==> src/hdl/decode_config.svh <==
`ifndef DECODE_CONFIG_SVH
`define DECODE_CONFIG_SVH

// Instruction stream is byte wide
`define DEC_BYTE_W   8

// Register code, high bit flags sreg in src or unused in base/index
`define DEC_REG_W    4

// Segment register code
`define DEC_SEG_W    2

`define DEC_REG_NONE 4'b1100  // No base or no index in the EA sum

`define DEC_SEG_DS   2'b11    // Default data segment
`define DEC_SEG_SS   2'b10    // Stack segment, used for BP based forms

`endif

==> src/hdl/decode_pkg.sv <==
`include "decode_config.svh"

package decode_pkg;

    typedef struct packed {
        logic [`DEC_BYTE_W-1:0] opcode;
        logic [`DEC_BYTE_W-1:0] modrm;
    } decode_req_t;

    // Effective address registers
    typedef struct packed {
        logic [`DEC_REG_W-1:0] base;
        logic [`DEC_REG_W-1:0] index;
        logic [`DEC_SEG_W-1:0] seg;
    } ea_t;

    typedef struct packed {
        logic [2:0] reg_field;
        logic [2:0] rm_field;
        logic       reg_mode;   // mod 11, register operand
        logic       disp_need;
        logic       disp_size;  // 0 -> 8 bit, 1 -> 16 bit
        ea_t        ea;
    } modrm_info_t;

    typedef struct packed {
        logic                  need_modrm;
        logic                  need_disp;
        logic                  disp_size;  // 0 -> 8 bit, 1 -> 16 bit
        logic                  need_imm;
        logic                  imm_size;   // 0 -> 8 bit, 1 -> 16 bit
        logic [`DEC_REG_W-1:0] src;
        logic [`DEC_REG_W-1:0] dst;
        ea_t                   ea;
    } decode_result_t;

    // Opcode groups with a common operand layout
    typedef enum logic [3:0] {
        cls_none,
        cls_alu_rm_r,
        cls_acc_imm,
        cls_rm_imm,
        cls_mov_sreg,
        cls_lea,
        cls_pop_rm,
        cls_xchg_acc,
        cls_mov_r_imm,
        cls_shift_imm,
        cls_ret_pop,
        cls_les_lds,
        cls_mov_m_acc,
        cls_jcc,
        cls_call_far
    } op_class_t;

endpackage

==> src/hdl/modrm_decoder.sv <==
`timescale 1ns/1ps
`include "decode_config.svh"

module modrm_decoder
(
    input  logic [`DEC_BYTE_W-1:0] modrm,
    output decode_pkg::modrm_info_t info
);

    localparam logic [`DEC_REG_W-1:0] reg_bx = 4'b0011;
    localparam logic [`DEC_REG_W-1:0] reg_bp = 4'b0101;
    localparam logic [`DEC_REG_W-1:0] reg_si = 4'b0110;
    localparam logic [`DEC_REG_W-1:0] reg_di = 4'b0111;

    logic [1:0] mod_field;
    logic [2:0] rm;
    logic       direct;  // mod 00 rm 110, 16 bit address only

    assign mod_field = modrm[7:6];
    assign rm        = modrm[2:0];
    assign direct    = (mod_field == 2'b00) && (rm == 3'b110);

    always_comb
    begin
        info.reg_field = modrm[5:3];
        info.rm_field  = rm;
        info.reg_mode  = (mod_field == 2'b11);
        info.disp_need = direct | ^mod_field;  // mod 01 and 10 carry a displacement
        info.disp_size = direct | (mod_field == 2'b10);

        // EA register pair and default segment per rm
        case (rm)
            3'b000:
            begin
                info.ea.base  = reg_bx;
                info.ea.index = reg_si;
                info.ea.seg   = `DEC_SEG_DS;
            end
            3'b001:
            begin
                info.ea.base  = reg_bx;
                info.ea.index = reg_di;
                info.ea.seg   = `DEC_SEG_DS;
            end
            3'b010:
            begin
                info.ea.base  = reg_bp;
                info.ea.index = reg_si;
                info.ea.seg   = `DEC_SEG_SS;
            end
            3'b011:
            begin
                info.ea.base  = reg_bp;
                info.ea.index = reg_di;
                info.ea.seg   = `DEC_SEG_SS;
            end
            3'b100:
            begin
                info.ea.base  = `DEC_REG_NONE;
                info.ea.index = reg_si;
                info.ea.seg   = `DEC_SEG_DS;
            end
            3'b101:
            begin
                info.ea.base  = `DEC_REG_NONE;
                info.ea.index = reg_di;
                info.ea.seg   = `DEC_SEG_DS;
            end
            3'b110:
            begin
                info.ea.base  = direct ? `DEC_REG_NONE : reg_bp;  // Direct address has no base
                info.ea.index = `DEC_REG_NONE;
                info.ea.seg   = direct ? `DEC_SEG_DS : `DEC_SEG_SS;
            end
            default:
            begin
                info.ea.base  = reg_bx;  // rm 111
                info.ea.index = `DEC_REG_NONE;
                info.ea.seg   = `DEC_SEG_DS;
            end
        endcase
    end

endmodule

==> src/hdl/opcode_decoder.sv <==
`timescale 1ns/1ps
`include "decode_config.svh"

module opcode_decoder
(
    input  logic [`DEC_BYTE_W-1:0]     opcode,
    input  decode_pkg::modrm_info_t    info,
    output decode_pkg::decode_result_t result
);

    decode_pkg::op_class_t op_class;
    logic [2:0]            dst_sel;  // Direction bit set means reg is the destination
    logic [2:0]            src_sel;
    logic                  modrm_form;

    assign dst_sel = opcode[1] ? info.reg_field : info.rm_field;
    assign src_sel = opcode[1] ? info.rm_field : info.reg_field;

    // Group lookup, first match wins
    always_comb
    begin
        casez (opcode)
            8'b00??_?0??: op_class = decode_pkg::cls_alu_rm_r;
            8'b00??_?10?: op_class = decode_pkg::cls_acc_imm;
            8'b0111_????: op_class = decode_pkg::cls_jcc;
            8'b1000_00??: op_class = decode_pkg::cls_rm_imm;
            8'b1000_01??: op_class = decode_pkg::cls_alu_rm_r;  // TEST and XCHG
            8'b1000_10??: op_class = decode_pkg::cls_alu_rm_r;  // MOV R/M,R
            8'b1000_11?0: op_class = decode_pkg::cls_mov_sreg;
            8'b1000_1101: op_class = decode_pkg::cls_lea;
            8'b1000_1111: op_class = decode_pkg::cls_pop_rm;
            8'b1001_0???: op_class = decode_pkg::cls_xchg_acc;
            8'b1001_1010: op_class = decode_pkg::cls_call_far;
            8'b1010_00??: op_class = decode_pkg::cls_mov_m_acc;
            8'b1011_????: op_class = decode_pkg::cls_mov_r_imm;
            8'b1100_000?: op_class = decode_pkg::cls_shift_imm;
            8'b1100_0010: op_class = decode_pkg::cls_ret_pop;
            8'b1100_010?: op_class = decode_pkg::cls_les_lds;
            default:      op_class = decode_pkg::cls_none;
        endcase
    end

    assign modrm_form = op_class inside {decode_pkg::cls_alu_rm_r, decode_pkg::cls_rm_imm,
                                         decode_pkg::cls_mov_sreg, decode_pkg::cls_lea,
                                         decode_pkg::cls_pop_rm, decode_pkg::cls_shift_imm,
                                         decode_pkg::cls_les_lds};

    always_comb
    begin
        result = '0;
        if (op_class != decode_pkg::cls_none)
            result.ea = info.ea;
        if (modrm_form)
        begin
            result.need_modrm = 1'b1;
            result.need_disp  = info.disp_need;
            result.disp_size  = info.disp_size;
        end

        case (op_class)
            decode_pkg::cls_alu_rm_r:
            begin
                result.dst = {1'b0, dst_sel};
                result.src = {1'b0, src_sel};
            end
            decode_pkg::cls_acc_imm:
            begin
                result.need_imm = 1'b1;
                result.imm_size = opcode[0];  // Width bit
            end
            decode_pkg::cls_rm_imm:
            begin
                result.need_imm = 1'b1;
                result.imm_size = !opcode[1] & opcode[0];  // Only 81 takes imm16
                result.dst      = {1'b0, info.rm_field};
            end
            decode_pkg::cls_mov_sreg:
            begin
                result.src = {1'b1, src_sel};  // Segment register flag
                if (info.reg_mode)
                    result.dst = {1'b0, dst_sel};
            end
            decode_pkg::cls_lea:       result.dst = {1'b0, dst_sel};
            decode_pkg::cls_pop_rm:    result.dst = {1'b0, info.rm_field};
            decode_pkg::cls_xchg_acc:  result.src = {1'b0, opcode[2:0]};
            decode_pkg::cls_mov_r_imm:
            begin
                result.need_imm = 1'b1;
                result.imm_size = opcode[3];  // Width bit sits at bit 3 here
                result.dst      = {1'b0, opcode[2:0]};
            end
            decode_pkg::cls_shift_imm:
            begin
                result.need_imm = 1'b1;  // Count is always imm8
                result.dst      = {1'b0, info.rm_field};
                result.src      = {1'b0, info.rm_field};
            end
            decode_pkg::cls_ret_pop:
            begin
                result.need_imm = 1'b1;
                result.imm_size = 1'b1;
            end
            decode_pkg::cls_les_lds:   result.src = {1'b0, info.reg_field};
            decode_pkg::cls_mov_m_acc:
            begin
                result.need_disp = 1'b1;  // 16 bit direct address
                result.disp_size = 1'b1;
            end
            decode_pkg::cls_jcc:       result.need_disp = 1'b1;
            decode_pkg::cls_call_far:
            begin
                // Offset in the disp slot, segment as imm16
                result.need_disp = 1'b1;
                result.disp_size = 1'b1;
                result.need_imm  = 1'b1;
                result.imm_size  = 1'b1;
            end
            default: ;
        endcase
    end

endmodule

==> src/hdl/decode_handshake.sv <==
`timescale 1ns/1ps

module decode_handshake
(
    input  logic                       clk,
    input  logic                       rst_n,
    input  logic                       req,
    output logic                       ack,
    input  decode_pkg::decode_result_t result_in,
    output decode_pkg::decode_result_t result
);

    logic accept;  // New request seen while idle

    assign accept = req && !ack;

    // Ack state, four-phase slave side
    always_ff @(posedge clk)
    begin
        if (!rst_n)
        begin
            ack <= 1'b0;
        end
        else if (accept)
        begin
            ack <= 1'b1;
        end
        else if (!req)
        begin
            ack <= 1'b0;  // Requester released, return to idle
        end
    end

    // Result frozen from accept until the next accept
    always_ff @(posedge clk)
    begin
        if (!rst_n)
        begin
            result <= '0;
        end
        else if (accept)
        begin
            result <= result_in;
        end
    end

endmodule

==> src/hdl/decode_unit.sv <==
`timescale 1ns/1ps

module decode_unit
(
    input  logic                       clk,
    input  logic                       rst_n,
    input  logic                       req,
    input  decode_pkg::decode_req_t    request,
    output logic                       ack,
    output decode_pkg::decode_result_t result
);

    decode_pkg::modrm_info_t    info;
    decode_pkg::decode_result_t decoded;  // Combinational decode of the current request

    modrm_decoder u_modrm_decoder
    (
        .modrm  (request.modrm),
        .info   (info)
    );

    opcode_decoder u_opcode_decoder
    (
        .opcode (request.opcode),
        .info   (info),
        .result (decoded)
    );

    decode_handshake u_decode_handshake
    (
        .clk       (clk),
        .rst_n     (rst_n),
        .req       (req),
        .ack       (ack),
        .result_in (decoded),
        .result    (result)
    );

endmodule

==> config.mk <==
export PLATFORM = sky130hd
export DESIGN_NAME = decode_unit
export DESIGN_NICKNAME = d
export VERILOG_FILES = /design/src/hdl/decode_pkg.sv /design/src/hdl/modrm_decoder.sv /design/src/hdl/opcode_decoder.sv /design/src/hdl/decode_handshake.sv /design/src/hdl/decode_unit.sv
export VERILOG_INCLUDE_DIRS = /design/src /design/src/hdl
export SDC_FILE = /design/constraint.sdc
export NUM_CORES = 1
export LEC_CHECK = 0
export BUFFER_PORTS_ARGS = -buffer_cell sky130_fd_sc_hd__buf_2
export CAP_MARGIN = 20
export CORE_AREA = 4 4 56 78
export CTS_CLUSTER_DIAMETER = 100
export DETAILED_ROUTE_END_ITERATION = 6
export DIE_AREA = 0 0 60 82
export PLACE_DENSITY = 0.81
export SLEW_MARGIN = 40
export SYNTH_ARGS = -nofsm -noshare
export SYNTH_HDL_FRONTEND = slang
export SYNTH_SLANG_ARGS = --single-unit
==> constraint.sdc <==
create_clock -name clk -period 1.5 [get_ports clk]
set_input_delay 0.075 -clock clk [delete_from_list [all_inputs] [get_ports clk]]
set_output_delay 0.075 -clock clk [all_outputs]
set_load 0.005 [all_outputs]
Word level (Yosys, flattened, before mapping)
Cells that the tools add are included.
{ "totals": {"inputBits": 19, "ff_bits": 24} }
{ "classes": {"n_eq_ne": 38, "mux": 17, "n_bitwise": 3, "n_reduce_logical": 17} }
{ "op_table": {"columns": ["op", "count"], "rows": [
  ["$pmux W10 S7", 1],
  ["$pmux W4 S14", 1],
  ["$eq A4 B4 Y1 const B", 8],
  ["$eq A8 B8 Y1 const B", 4],
  ["$eq A6 B6 Y1 const B", 4],
  ["$eq A7 B7 Y1 const B", 3],
  ["$eq A4 B3 Y1 const B", 5],
  ["$pmux W4 S5", 1],
  ["$eq A4 B2 Y1 const B", 3],
  ["$mux W3", 4],
  ["$pmux W3 S4", 1],
  ["$mux W10", 1],
  ["$eq A3 B3 Y1 const B", 3],
  ["$reduce_or A3 Y1", 3],
  ["$reduce_bool A7 Y1", 1],
  ["$eq A3 B2 Y1 const B", 2],
  ["$logic_not A3 Y1", 2],
  ["$mux W1", 6],
  ["$reduce_or A2 Y1", 3],
  ["$reduce_or A6 Y1", 1],
  ["$eq A5 B5 Y1 const B", 1],
  ["$eq A2 B2 Y1 const B", 2],
  ["$eq A4 B1 Y1 const B", 1],
  ["$mux W4", 1],
  ["10 further kinds", 13]
]} }

Depth between registers and ports, before layout
Gate-level depths: netlist of the first run.
{ "logic_depth": {"word_depth": 7, "ltp_mapped": 7, "ltp_nobuf": 7} }

Hierarchy
A second synthesis of the first run with hierarchy kept.
{ "hier_totals": {"hier_cells": 282, "hier_area_um2": 2184.6} }
{ "by_module_without_submodules": {"columns": ["module", "area_each_um2", "n_inst", "seq_area_each_um2", "cells_per_inst"], "rows": [
  ["opcode_decoder", 999.7, 1, 0.0, 150],
  ["decode_handshake", 984.7, 1, 480.5, 103],
  ["modrm_decoder", 200.2, 1, 0.0, 29]
]} }

Least setup slack after synthesis of the first run
No wires, ideal clock.
{ "synth_path": {"kind": "input to register", "from": "input request[11] (netlist bit)", "to": "register u_decode_handshake.result[16] (netlist name)", "setup_ns": 0.124, "arrival_time_ns": 1.244, "path_buffers": 2, "slack_ns": 0.132, "path_stages": 7, "cell_sequence": "buf_4 > buf_4 > nand2_1 > a311o_1 > a22o_1 > a221oi_2 > a21oi_1"} }
{ "synth_via": {"elab_chain_cells": 5} }
{ "synth_rtl": {"columns": ["item", "line_no", "rtl"], "rows": [
  ["from (decl)", "decode_unit.sv:8", "input decode_pkg::decode_req_t request,"],
  ["$eq A6 B6 Y1", "opcode_decoder.sv:22", "casez (opcode)"],
  ["$reduce_or A3 Y1 (no source line)", null, null],
  ["$pmux W4 S14 (*)", "opcode_decoder.sv:22", null],
  ["$eq A4 B4 Y1, or another cell as far along", "opcode_decoder.sv:60", "case (op_class)"],
  ["$pmux W4 S5 (*)", "opcode_decoder.sv:60", null]
]} }
Mark *: on every way between the ends. The rest lies on a longest branch, timed or not.
A chain may end at the register's enable or synchronous reset.

Worst setup path after layout of the first run
{ "layout_path": {"from": "input request[14] (netlist bit)", "to": "register u_decode_handshake.result[5] (netlist name)"} }
{ "layout_via": {"elab_chain_cells": 5} }
{ "layout_rtl": {"columns": ["item", "line_no", "rtl"], "rows": [
  ["$eq A6 B6 Y1 / $logic_not A3 Y1 (equally long branches)", "opcode_decoder.sv:22", null],
  ["$reduce_or A3 Y1 (no source line)", null, null],
  ["$pmux W4 S14 (*)", "opcode_decoder.sv:22", null],
  ["$reduce_bool A4 Y1 (*)", "opcode_decoder.sv:51", "if (op_class != decode_pkg::cls_none)"],
  ["$mux W10 (*)", "opcode_decoder.sv:51", null]
]} }
Marked as above.

==> run summary, run 1 <==
• completed — result of the run
• 2318 µm² — Final Cell Area
• 0 — number of buffers inserted for hold repair after clock tree synthesis
• 27.62% — fraction of power spent switching nets
• 48.35% — effective utilization at floorplan
• 6.069 — Avg Vias per Cell
• met4 — top layer used by detailed routing
• 38.6% — share of power burned in registers
• 0 — DRC violations left
• 0.0006934 V — worst ir drop on vdd
• 22 — flop and latch count out of synthesis
• 26 — number of placement rows
• 3643 µm² — Floorplan Core Area
• 93.44% — final cycle utilization of the critical path
• 1.163 mW — internal power contribution
• 31.60% — Syn-to-layout area delta
• sky130_fd_sc_hd__dfxtp_1 — top cell type by total area after synthesis
• 331 — non-filler instance count after layout
• u_decode_handshake.ack — startpoint of the lowest-slack register-to-register path
• 16 — Crit Path Max Fanout
• 323 — Filler Cell Count
• 17 — maximum number of pins on one net before global-route repair
• 111 — drt initial violations
• 4 — First-pass DRT Iterations
• 2241 µm² — placed inst area
• 327 — total instance count after detailed placement
• 0 — setup violation total in the final timing report
• 0 — pins over their slew limit
• 312 — Total Nets Final
• in2reg — startpoint-to-endpoint class of the critical path
• 242 — total nets after synthesis
• 1189 µm² — area of the multi-input gates
• sky130_fd_sc_hd__dfxtp_1, sky130_fd_sc_hd__o21ai_0, sky130_fd_sc_hd__nand2_1 — cell types with the largest area share after synthesis
• 323 µm — total length of routed met3 wires
• 0 — Post-CTS Setup Bufs
• flip-flop — type of element capturing the critical path
• 3 — TritonCTS Buffers
• 60 µm — x dimension of the die
• 0 — Inserted Diodes
• 8.008 µm² — mean cell area of the mapped netlist
• 1.65 ns — data required time of the critical path
• 0.08 ns — clock transition at the register clock pins on the worst setup and hold paths after CTS
• 82 µm — die outline height
• 16.15 µm — final routed wire length divided by cell count
• input pin — startpoint type of the worst setup path
• request[14] — start point of the critical path
• 1762 µm² — mapped cell area
• 34.4% — fraction of power consumed by the clock network
• req — launch point of the worst hold path
• 0 — overflow left after global routing
• 63.63% — core utilization of the finished layout
• 1 — H-tree Lvls
• no — setup repair after global routing missed its margin
• 0.04735 ns — minimum hold slack
• 41 — number of port buffers
• 0 — post-cts sizing count
• 1.062 nW — Pleak
• 56 — count of different cell masters after synthesis
• 25.00% — share of the synthesized area in the top cell type
• 0 — number of enable-type register cells in the synthesized netlist
• 440.4 µm² — sequential cell area
• 0 — Synthesis Warnings
• 1897 — via count of the first global-routing pass
• 693.3 nW/µm² — power per unit of standard cell area
• 2009 — detailed-route via count
• 1.402 ns — min Tclk post-route
• 27.0% — Comb pwr share
• sky130_fd_sc_hd__dfxtp_1 — top flip-flop cell by instance count after synthesis
• 1.011 — final estimated routing congestion in global placement
• 4920 µm² — die footprint
• 8.631 mm — first-pass GRT wire length
• 0.7135 GHz — Peak Freq
• 0 — final hold violation count
• 0 — max-cap viol count
• 220 — number of instances in the synthesized netlist
• 4.267 mm — DP Wirelength
• 0.26 ns — source-to-sink clock delay at the later pin of the worst-skew pair
• 35.64% — fraction of layout instances using a drive strength above 1
• 0% — proportion of register bits with asynchronous set or reset after synthesis
• 2.184 mm — detailed-route wire length on metal 1
• 25.00% — sequential fraction of the synthesis area
• built — TritonCTS clock tree
• sky130_fd_sc_hd__clkbuf_8 — clock root buffer master
• 22.42% — Tot GR Track Use
• 43 — count of boundary I/O pins
• 0 — remaining antenna violation count after routing
• 2.622 mm — met2 wire length
• in2reg — Tightest Hold Check Type
• 5.345 mm — total routed wirelength
• 0 — initial antenna violation count
• 0.004163 ns — Post-Route Skew
• 2 — Clock Tree Buf Depth
• 22 — clock sinks
• 1.56 ns — data arrival time of the critical path
• 443.9 µW — net switching component of the power
synthesized netlist by cell type, types with 2 or more instances:
master	n
sky130_fd_sc_hd__o21ai_1	2
sky130_fd_sc_hd__nor2_1	12
sky130_fd_sc_hd__o21ai_0	21
sky130_fd_sc_hd__mux2i_1	2
sky130_fd_sc_hd__and3b_1	4
sky130_fd_sc_hd__nand4b_1	2
sky130_fd_sc_hd__a221oi_1	3
sky130_fd_sc_hd__a211o_1	2
sky130_fd_sc_hd__nor2b_1	6
sky130_fd_sc_hd__and4b_1	4
sky130_fd_sc_hd__o211ai_1	2
sky130_fd_sc_hd__nand2b_1	2
sky130_fd_sc_hd__nor3b_1	3
sky130_fd_sc_hd__a22o_1	6
sky130_fd_sc_hd__a22oi_1	4
sky130_fd_sc_hd__nor4b_1	4
sky130_fd_sc_hd__dfxtp_1	22
sky130_fd_sc_hd__a221oi_2	2
sky130_fd_sc_hd__mux2_2	2
sky130_fd_sc_hd__nor3_1	4
sky130_fd_sc_hd__nor3b_2	3
sky130_fd_sc_hd__buf_2	6
sky130_fd_sc_hd__a31oi_1	3
sky130_fd_sc_hd__clkbuf_1	6
sky130_fd_sc_hd__and2_1	6
sky130_fd_sc_hd__a21oi_1	7
sky130_fd_sc_hd__a211oi_1	2
sky130_fd_sc_hd__ha_1	3
sky130_fd_sc_hd__buf_4	7
sky130_fd_sc_hd__a21boi_0	2
sky130_fd_sc_hd__a32o_1	4
sky130_fd_sc_hd__o211a_1	2
sky130_fd_sc_hd__inv_1	7
sky130_fd_sc_hd__nand2_1	22
sky130_fd_sc_hd__o21ba_2	2
sky130_fd_sc_hd__nand3_1	4
sky130_fd_sc_hd__nand4_1	5
sky130_fd_sc_hd__o221ai_1	2
cell type report:
type	count	area share, %
Clock buffer	3	1.781
Clock inverter	1	1.295
Multi-Input combinational cell	170	51.27
Inverter	8	1.295
Sequential cell	22	19.00
Timing Repair Buffer	85	23.10
Tap cell	42	2.267
critical path: stages:
cell                      delay (ns)
sky130_fd_sc_hd__buf_2          0.23
sky130_fd_sc_hd__and3b_1        0.23
sky130_fd_sc_hd__a32oi_1        0.30
sky130_fd_sc_hd__and2_1         0.26
sky130_fd_sc_hd__a31oi_4        0.16
sky130_fd_sc_hd__a32o_1         0.30
sequential cells by signal, summed over array words and instances, names as in the netlist:
register                   flops
u_decode_handshake.ack         1
u_decode_handshake.result     21
worst paths after layout:
check	endpoint	slack, ns	cells after the start
worst max-delay path	u_decode_handshake.result[5]	0.1	6
worst min-delay path	u_decode_handshake.ack	0.05	2
worst max register to register	u_decode_handshake.result[17]	0.1	4
worst min register to register	u_decode_handshake.result[22]	0.47	2
layout by cell type, fill, tap and decap left out, types with 7 or more instances in the layout:
| cell | n |
|---|---|
| sky130_fd_sc_hd__buf_4 | 44 |
| sky130_fd_sc_hd__buf_2 | 41 |
| sky130_fd_sc_hd__nand2_1 | 22 |
| sky130_fd_sc_hd__dfxtp_1 | 22 |
| sky130_fd_sc_hd__o21ai_0 | 20 |
| sky130_fd_sc_hd__nor2_1 | 12 |
| sky130_fd_sc_hd__inv_1 | 7 |
| sky130_fd_sc_hd__a21oi_1 | 7 |
power by group through the flow:
stage | registers, mW | clock network (mW) | logic (mW)
after CTS | 0.621 | 0.562 | 0.425
after global placement | 0.634 | 0 | 0.414
after detailed placement | 0.635 | 0 | 0.423
after floorplan | 0.637 | 0 | 0.240
final | 0.621 | 0.553 | 0.433
after global routing | 0.624 | 0.578 | 0.470
per-stage QoR:
step / TNS (ns) / setup slack (ns) / power [mW]
floorplan: 0 / 0.1320 / 0.8768
global placement: -1.179 / -0.1309 / 1.047
detailed placement: -1.409 / -0.1588 / 1.058
CTS: 0 / 0.1112 / 1.607
global route: 0 / 0.007617 / 1.672
finish: 0 / 0.09838 / 1.607
kinds of logic (layout without fill, tap and decap cells):
group | after synthesis | after routing | synth area share [%]
flip-flops | 22 | 22 | 25.00
AND/OR/NAND/NOR | 86 | 86 | 29.69
XOR/XNOR | 1 | 1 | 0.4972
other | 1 | 1 | 0.2129
AO/OA/AOI/OAI | 75 | 75 | 32.17
buffers and inverters | 28 | 97 | 7.883
multiplexers | 4 | 4 | 2.415
adder cells (fa/ha/maj) | 3 | 3 | 2.131
per-layer routing:
metal	vias to the layer above	GRT usage, %
li1	971	-
met2	81	39.29
met5	-	0
met3	20	2.358
met1	937	25.68
met4	0	12.64
(Power assumes the default switching activity.)
==> run 2: changes to the inputs <==
--- a/config.mk
+++ b/config.mk
@@ -6,13 +6,13 @@
 export SDC_FILE = /design/constraint.sdc
 export NUM_CORES = 1
 export LEC_CHECK = 0
-export BUFFER_PORTS_ARGS = -buffer_cell sky130_fd_sc_hd__buf_2
 export CAP_MARGIN = 20
 export CORE_AREA = 4 4 56 78
 export CTS_CLUSTER_DIAMETER = 100
 export DETAILED_ROUTE_END_ITERATION = 6
 export DIE_AREA = 0 0 60 82
-export PLACE_DENSITY = 0.81
+export DONT_BUFFER_PORTS = 1
+export PLACE_DENSITY = 0.71
 export SLEW_MARGIN = 40
 export SYNTH_ARGS = -nofsm -noshare
 export SYNTH_HDL_FRONTEND = slang
==> run 2 against run 1 <==
Effect of this change:
- maximum frequency rose by 3.8%
- count of clock-buffer cells in the layout unchanged
- sequential share of layout area is 4.0 points higher
- via count decreased by 12%
- non-clock buffer count decreased by 70
- critical path depth is the same
- sequential power is 1% higher
- clock skew grew 0.0026 ns
- combinational power shrank 39%
- final cell count shrank 21%
- register-to-register slack improved by 0.05 ns
- first-iteration DRC count unchanged
==> run summary, run 2 (synthesis results as in run 1) <==
• 242 — Total Nets Final, -22%
• 0 — number of port buffers, -100%
• 5.140 mm — total routed wirelength, -3.8%
• 440.4 µm² — sequential cell area, unchanged
• 0 — Post-CTS Setup Bufs, unchanged
• 2 — Clock Tree Buf Depth, unchanged
• 82 µm — die outline height, unchanged
• 0.7239 nW — Pleak, -32%
• u_decode_handshake.result — register ranked first by flip-flop count
• 1.66 ns — data required time of the critical path, about the same
• built — TritonCTS clock tree
• 43 — count of boundary I/O pins, unchanged
• 21 — number of flip-flops in the largest register, unchanged
• 0 — final hold violation count, unchanged
• 3.594 mm — DP Wirelength, -16%
• sky130_fd_sc_hd__dfxtp_1 — slowest stage cell, crit path
• sky130_fd_sc_hd__nand2_1, sky130_fd_sc_hd__dfxtp_1, sky130_fd_sc_hd__o21ai_0 — most used cells in the layout excluding fill and tap cells
• in2reg — Tightest Hold Check Type
• 250 — total instance count after detailed placement, -24%
• 0 — max-cap viol count, unchanged
• 48.35% — effective utilization at floorplan, unchanged
• 0.0008766 V — worst ir drop on vdd, +26%
• 0.1493 ns — slack of the critical path, +0.05096 ns
• 0.26 ns — source-to-sink clock delay at the later pin of the worst-skew pair, about the same
• 8.259 mm — first-pass GRT wire length, -4.3%
• 0.32 ns — Slowest Stage Delay on Critical Path, +0.02 ns
• 261 — non-filler instance count after layout, -21%
• flip-flop — type of element capturing the critical path
• 1 — buffer and inverter count on the worst path, unchanged
• 1763 — detailed-route via count, -12%
• sky130_fd_sc_hd__clkbuf_8 — clock root buffer master
• 0 ns — summed negative setup slack over all endpoints, unchanged
• 111 — drt initial violations, unchanged
• 0.08 ns — clock transition at the register clock pins on the worst setup and hold paths after CTS, about the same
• 23 — maximum number of pins on one net before global-route repair, +6
• 60 µm — x dimension of the die, unchanged
• 751.0 nW/µm² — power per unit of standard cell area, +8.3%
• 351 — Filler Cell Count, +8.7%
• flip-flop — startpoint type of the worst setup path
• 5 — First-pass DRT Iterations, +1
• 0 — initial antenna violation count, unchanged
• 22 — clock sinks, unchanged
• completed — result of the run
• 21.88% — Tot GR Track Use, -0.53 points
• 6 — Crit Path Max Fanout, -10
• 0.9039 — final estimated routing congestion in global placement, -11%
• 1 — H-tree Lvls, unchanged
• 8.736% — Syn-to-layout area delta
• 0 — Inserted Diodes, unchanged
• 19.69 µm — final routed wire length divided by cell count, +22%
• 0 — overflow left after global routing, unchanged
• no — setup repair after global routing missed its margin
• 0.7404 GHz — Peak Freq, +3.8%
• 0.006791 ns — Post-Route Skew, +0.002628 ns
• 0 — setup violation total in the final timing report, unchanged
• 52.58% — core utilization of the finished layout, -11 points
• reg2reg — startpoint-to-endpoint class of the critical path
• 6.755 — Avg Vias per Cell, +11%
• 1640 — via count of the first global-routing pass, -14%
• 1.51 ns — data arrival time of the critical path, -0.05 ns
• compound AO/OA/AOI/OAI gates — family of cells with the greatest summed delay on the critical path
• 1.439 mW — post-route total power, -10%
• u_decode_handshake.result (21), u_decode_handshake.ack (1) — registers with the most flip-flops
• sky130_fd_sc_hd__o21ai_0 — dominant cell type by count on the critical path
• 1.351 ns — min Tclk post-route, -0.05096 ns
• 0 — pins over their slew limit, unchanged
• 12.33% — fraction of layout instances using a drive strength above 1, -23 points
• nand2b_2, buf_4, a22oi_1, o21ai_0, o21ai_0, nand2_1 — worst-path cell chain
• 3643 µm² — Floorplan Core Area, unchanged
• 26 — number of placement rows, unchanged
• 4920 µm² — die footprint, unchanged
• 1191 µm² — area of the multi-input gates, +0.21%
• 3 — TritonCTS Buffers, unchanged
• 0.05790 ns — pre-CTS setup slack, +0.2167 ns
• 90.04% — final cycle utilization of the critical path, -3.4 points
• 0 — DRC violations left, unchanged
• 0 — remaining antenna violation count after routing, unchanged
[run 2: cell types whose count changed in the layout (fill, tap and decap cells not counted)]
cell / previous run / this run
sky130_fd_sc_hd__nor4b_1: 3 / 4
sky130_fd_sc_hd__buf_4: 44 / 8
sky130_fd_sc_hd__o21ai_1: 3 / 2
sky130_fd_sc_hd__a221oi_2: 2 / 3
sky130_fd_sc_hd__nand2b_1: 2 / 1
sky130_fd_sc_hd__a221oi_1: 3 / 2
sky130_fd_sc_hd__buf_2: 41 / 0
sky130_fd_sc_hd__nor4b_2: 2 / 1
sky130_fd_sc_hd__nand2b_2: 0 / 1
sky130_fd_sc_hd__dlygate4sd3_1: 0 / 7
sky130_fd_sc_hd__o21ai_0: 20 / 21
[run 2: area by class of cell]
| class | instances | share of cell area [%] |
|---|---|---|
| Clock inverter | 1 | 1.568 |
| Inverter | 8 | 1.568 |
| Sequential cell | 22 | 22.99 |
| Tap cell | 42 | 2.743 |
| Timing Repair Buffer | 15 | 6.793 |
| Clock buffer | 3 | 2.155 |
| Multi-Input combinational cell | 170 | 62.18 |
[run 2: report_power, final]
| group | switching [mW] | total (mW) | internal [mW] |
|---|---|---|---|
| clock | 0.191 | 0.547 | 0.356 |
| combinational | 0.136 | 0.264 | 0.127 |
| sequential | 0.0192 | 0.628 | 0.609 |
| total | 0.346 | 1.44 | 1.09 |
[run 2: timing repair]
action / CTS / global route
resized for setup: 0 / 2
hold buffers: 7 / 0
endpoints found under the hold margin: 16 / 0
endpoints found under the setup margin: 0 / 3
[run 2: worst paths after layout]
path,start,to,slack (ns),cells past startpoint
max,u_decode_handshake.ack,u_decode_handshake.result[10],0.15,6
min,request[5],u_decode_handshake.result[16],0.004,2
max reg2reg,u_decode_handshake.ack,u_decode_handshake.result[10],0.15,6
min reg2reg,u_decode_handshake.result[17],u_decode_handshake.result[17],0.49,2
[run 2: routing by layer]
| layer | GRT usage [%] | part of all wire [%] |
|---|---|---|
| met1 | 25.59 | 38 |
| met3 | 5.031 | 9.5 |
| met2 | 36.69 | 50 |
| met5 | 0 | 0 |
| met4 | 10.64 | 2.5 |
[run 2: metrics by stage]
step,instance area (µm²),hold slack [ns]
final,1916,0.004101
after global routing,1916,0.01445
after CTS,1907,0.0001605
after detailed placement,1765,0.2016
after global placement,1765,0.1969
after floorplan,1762,0.1967
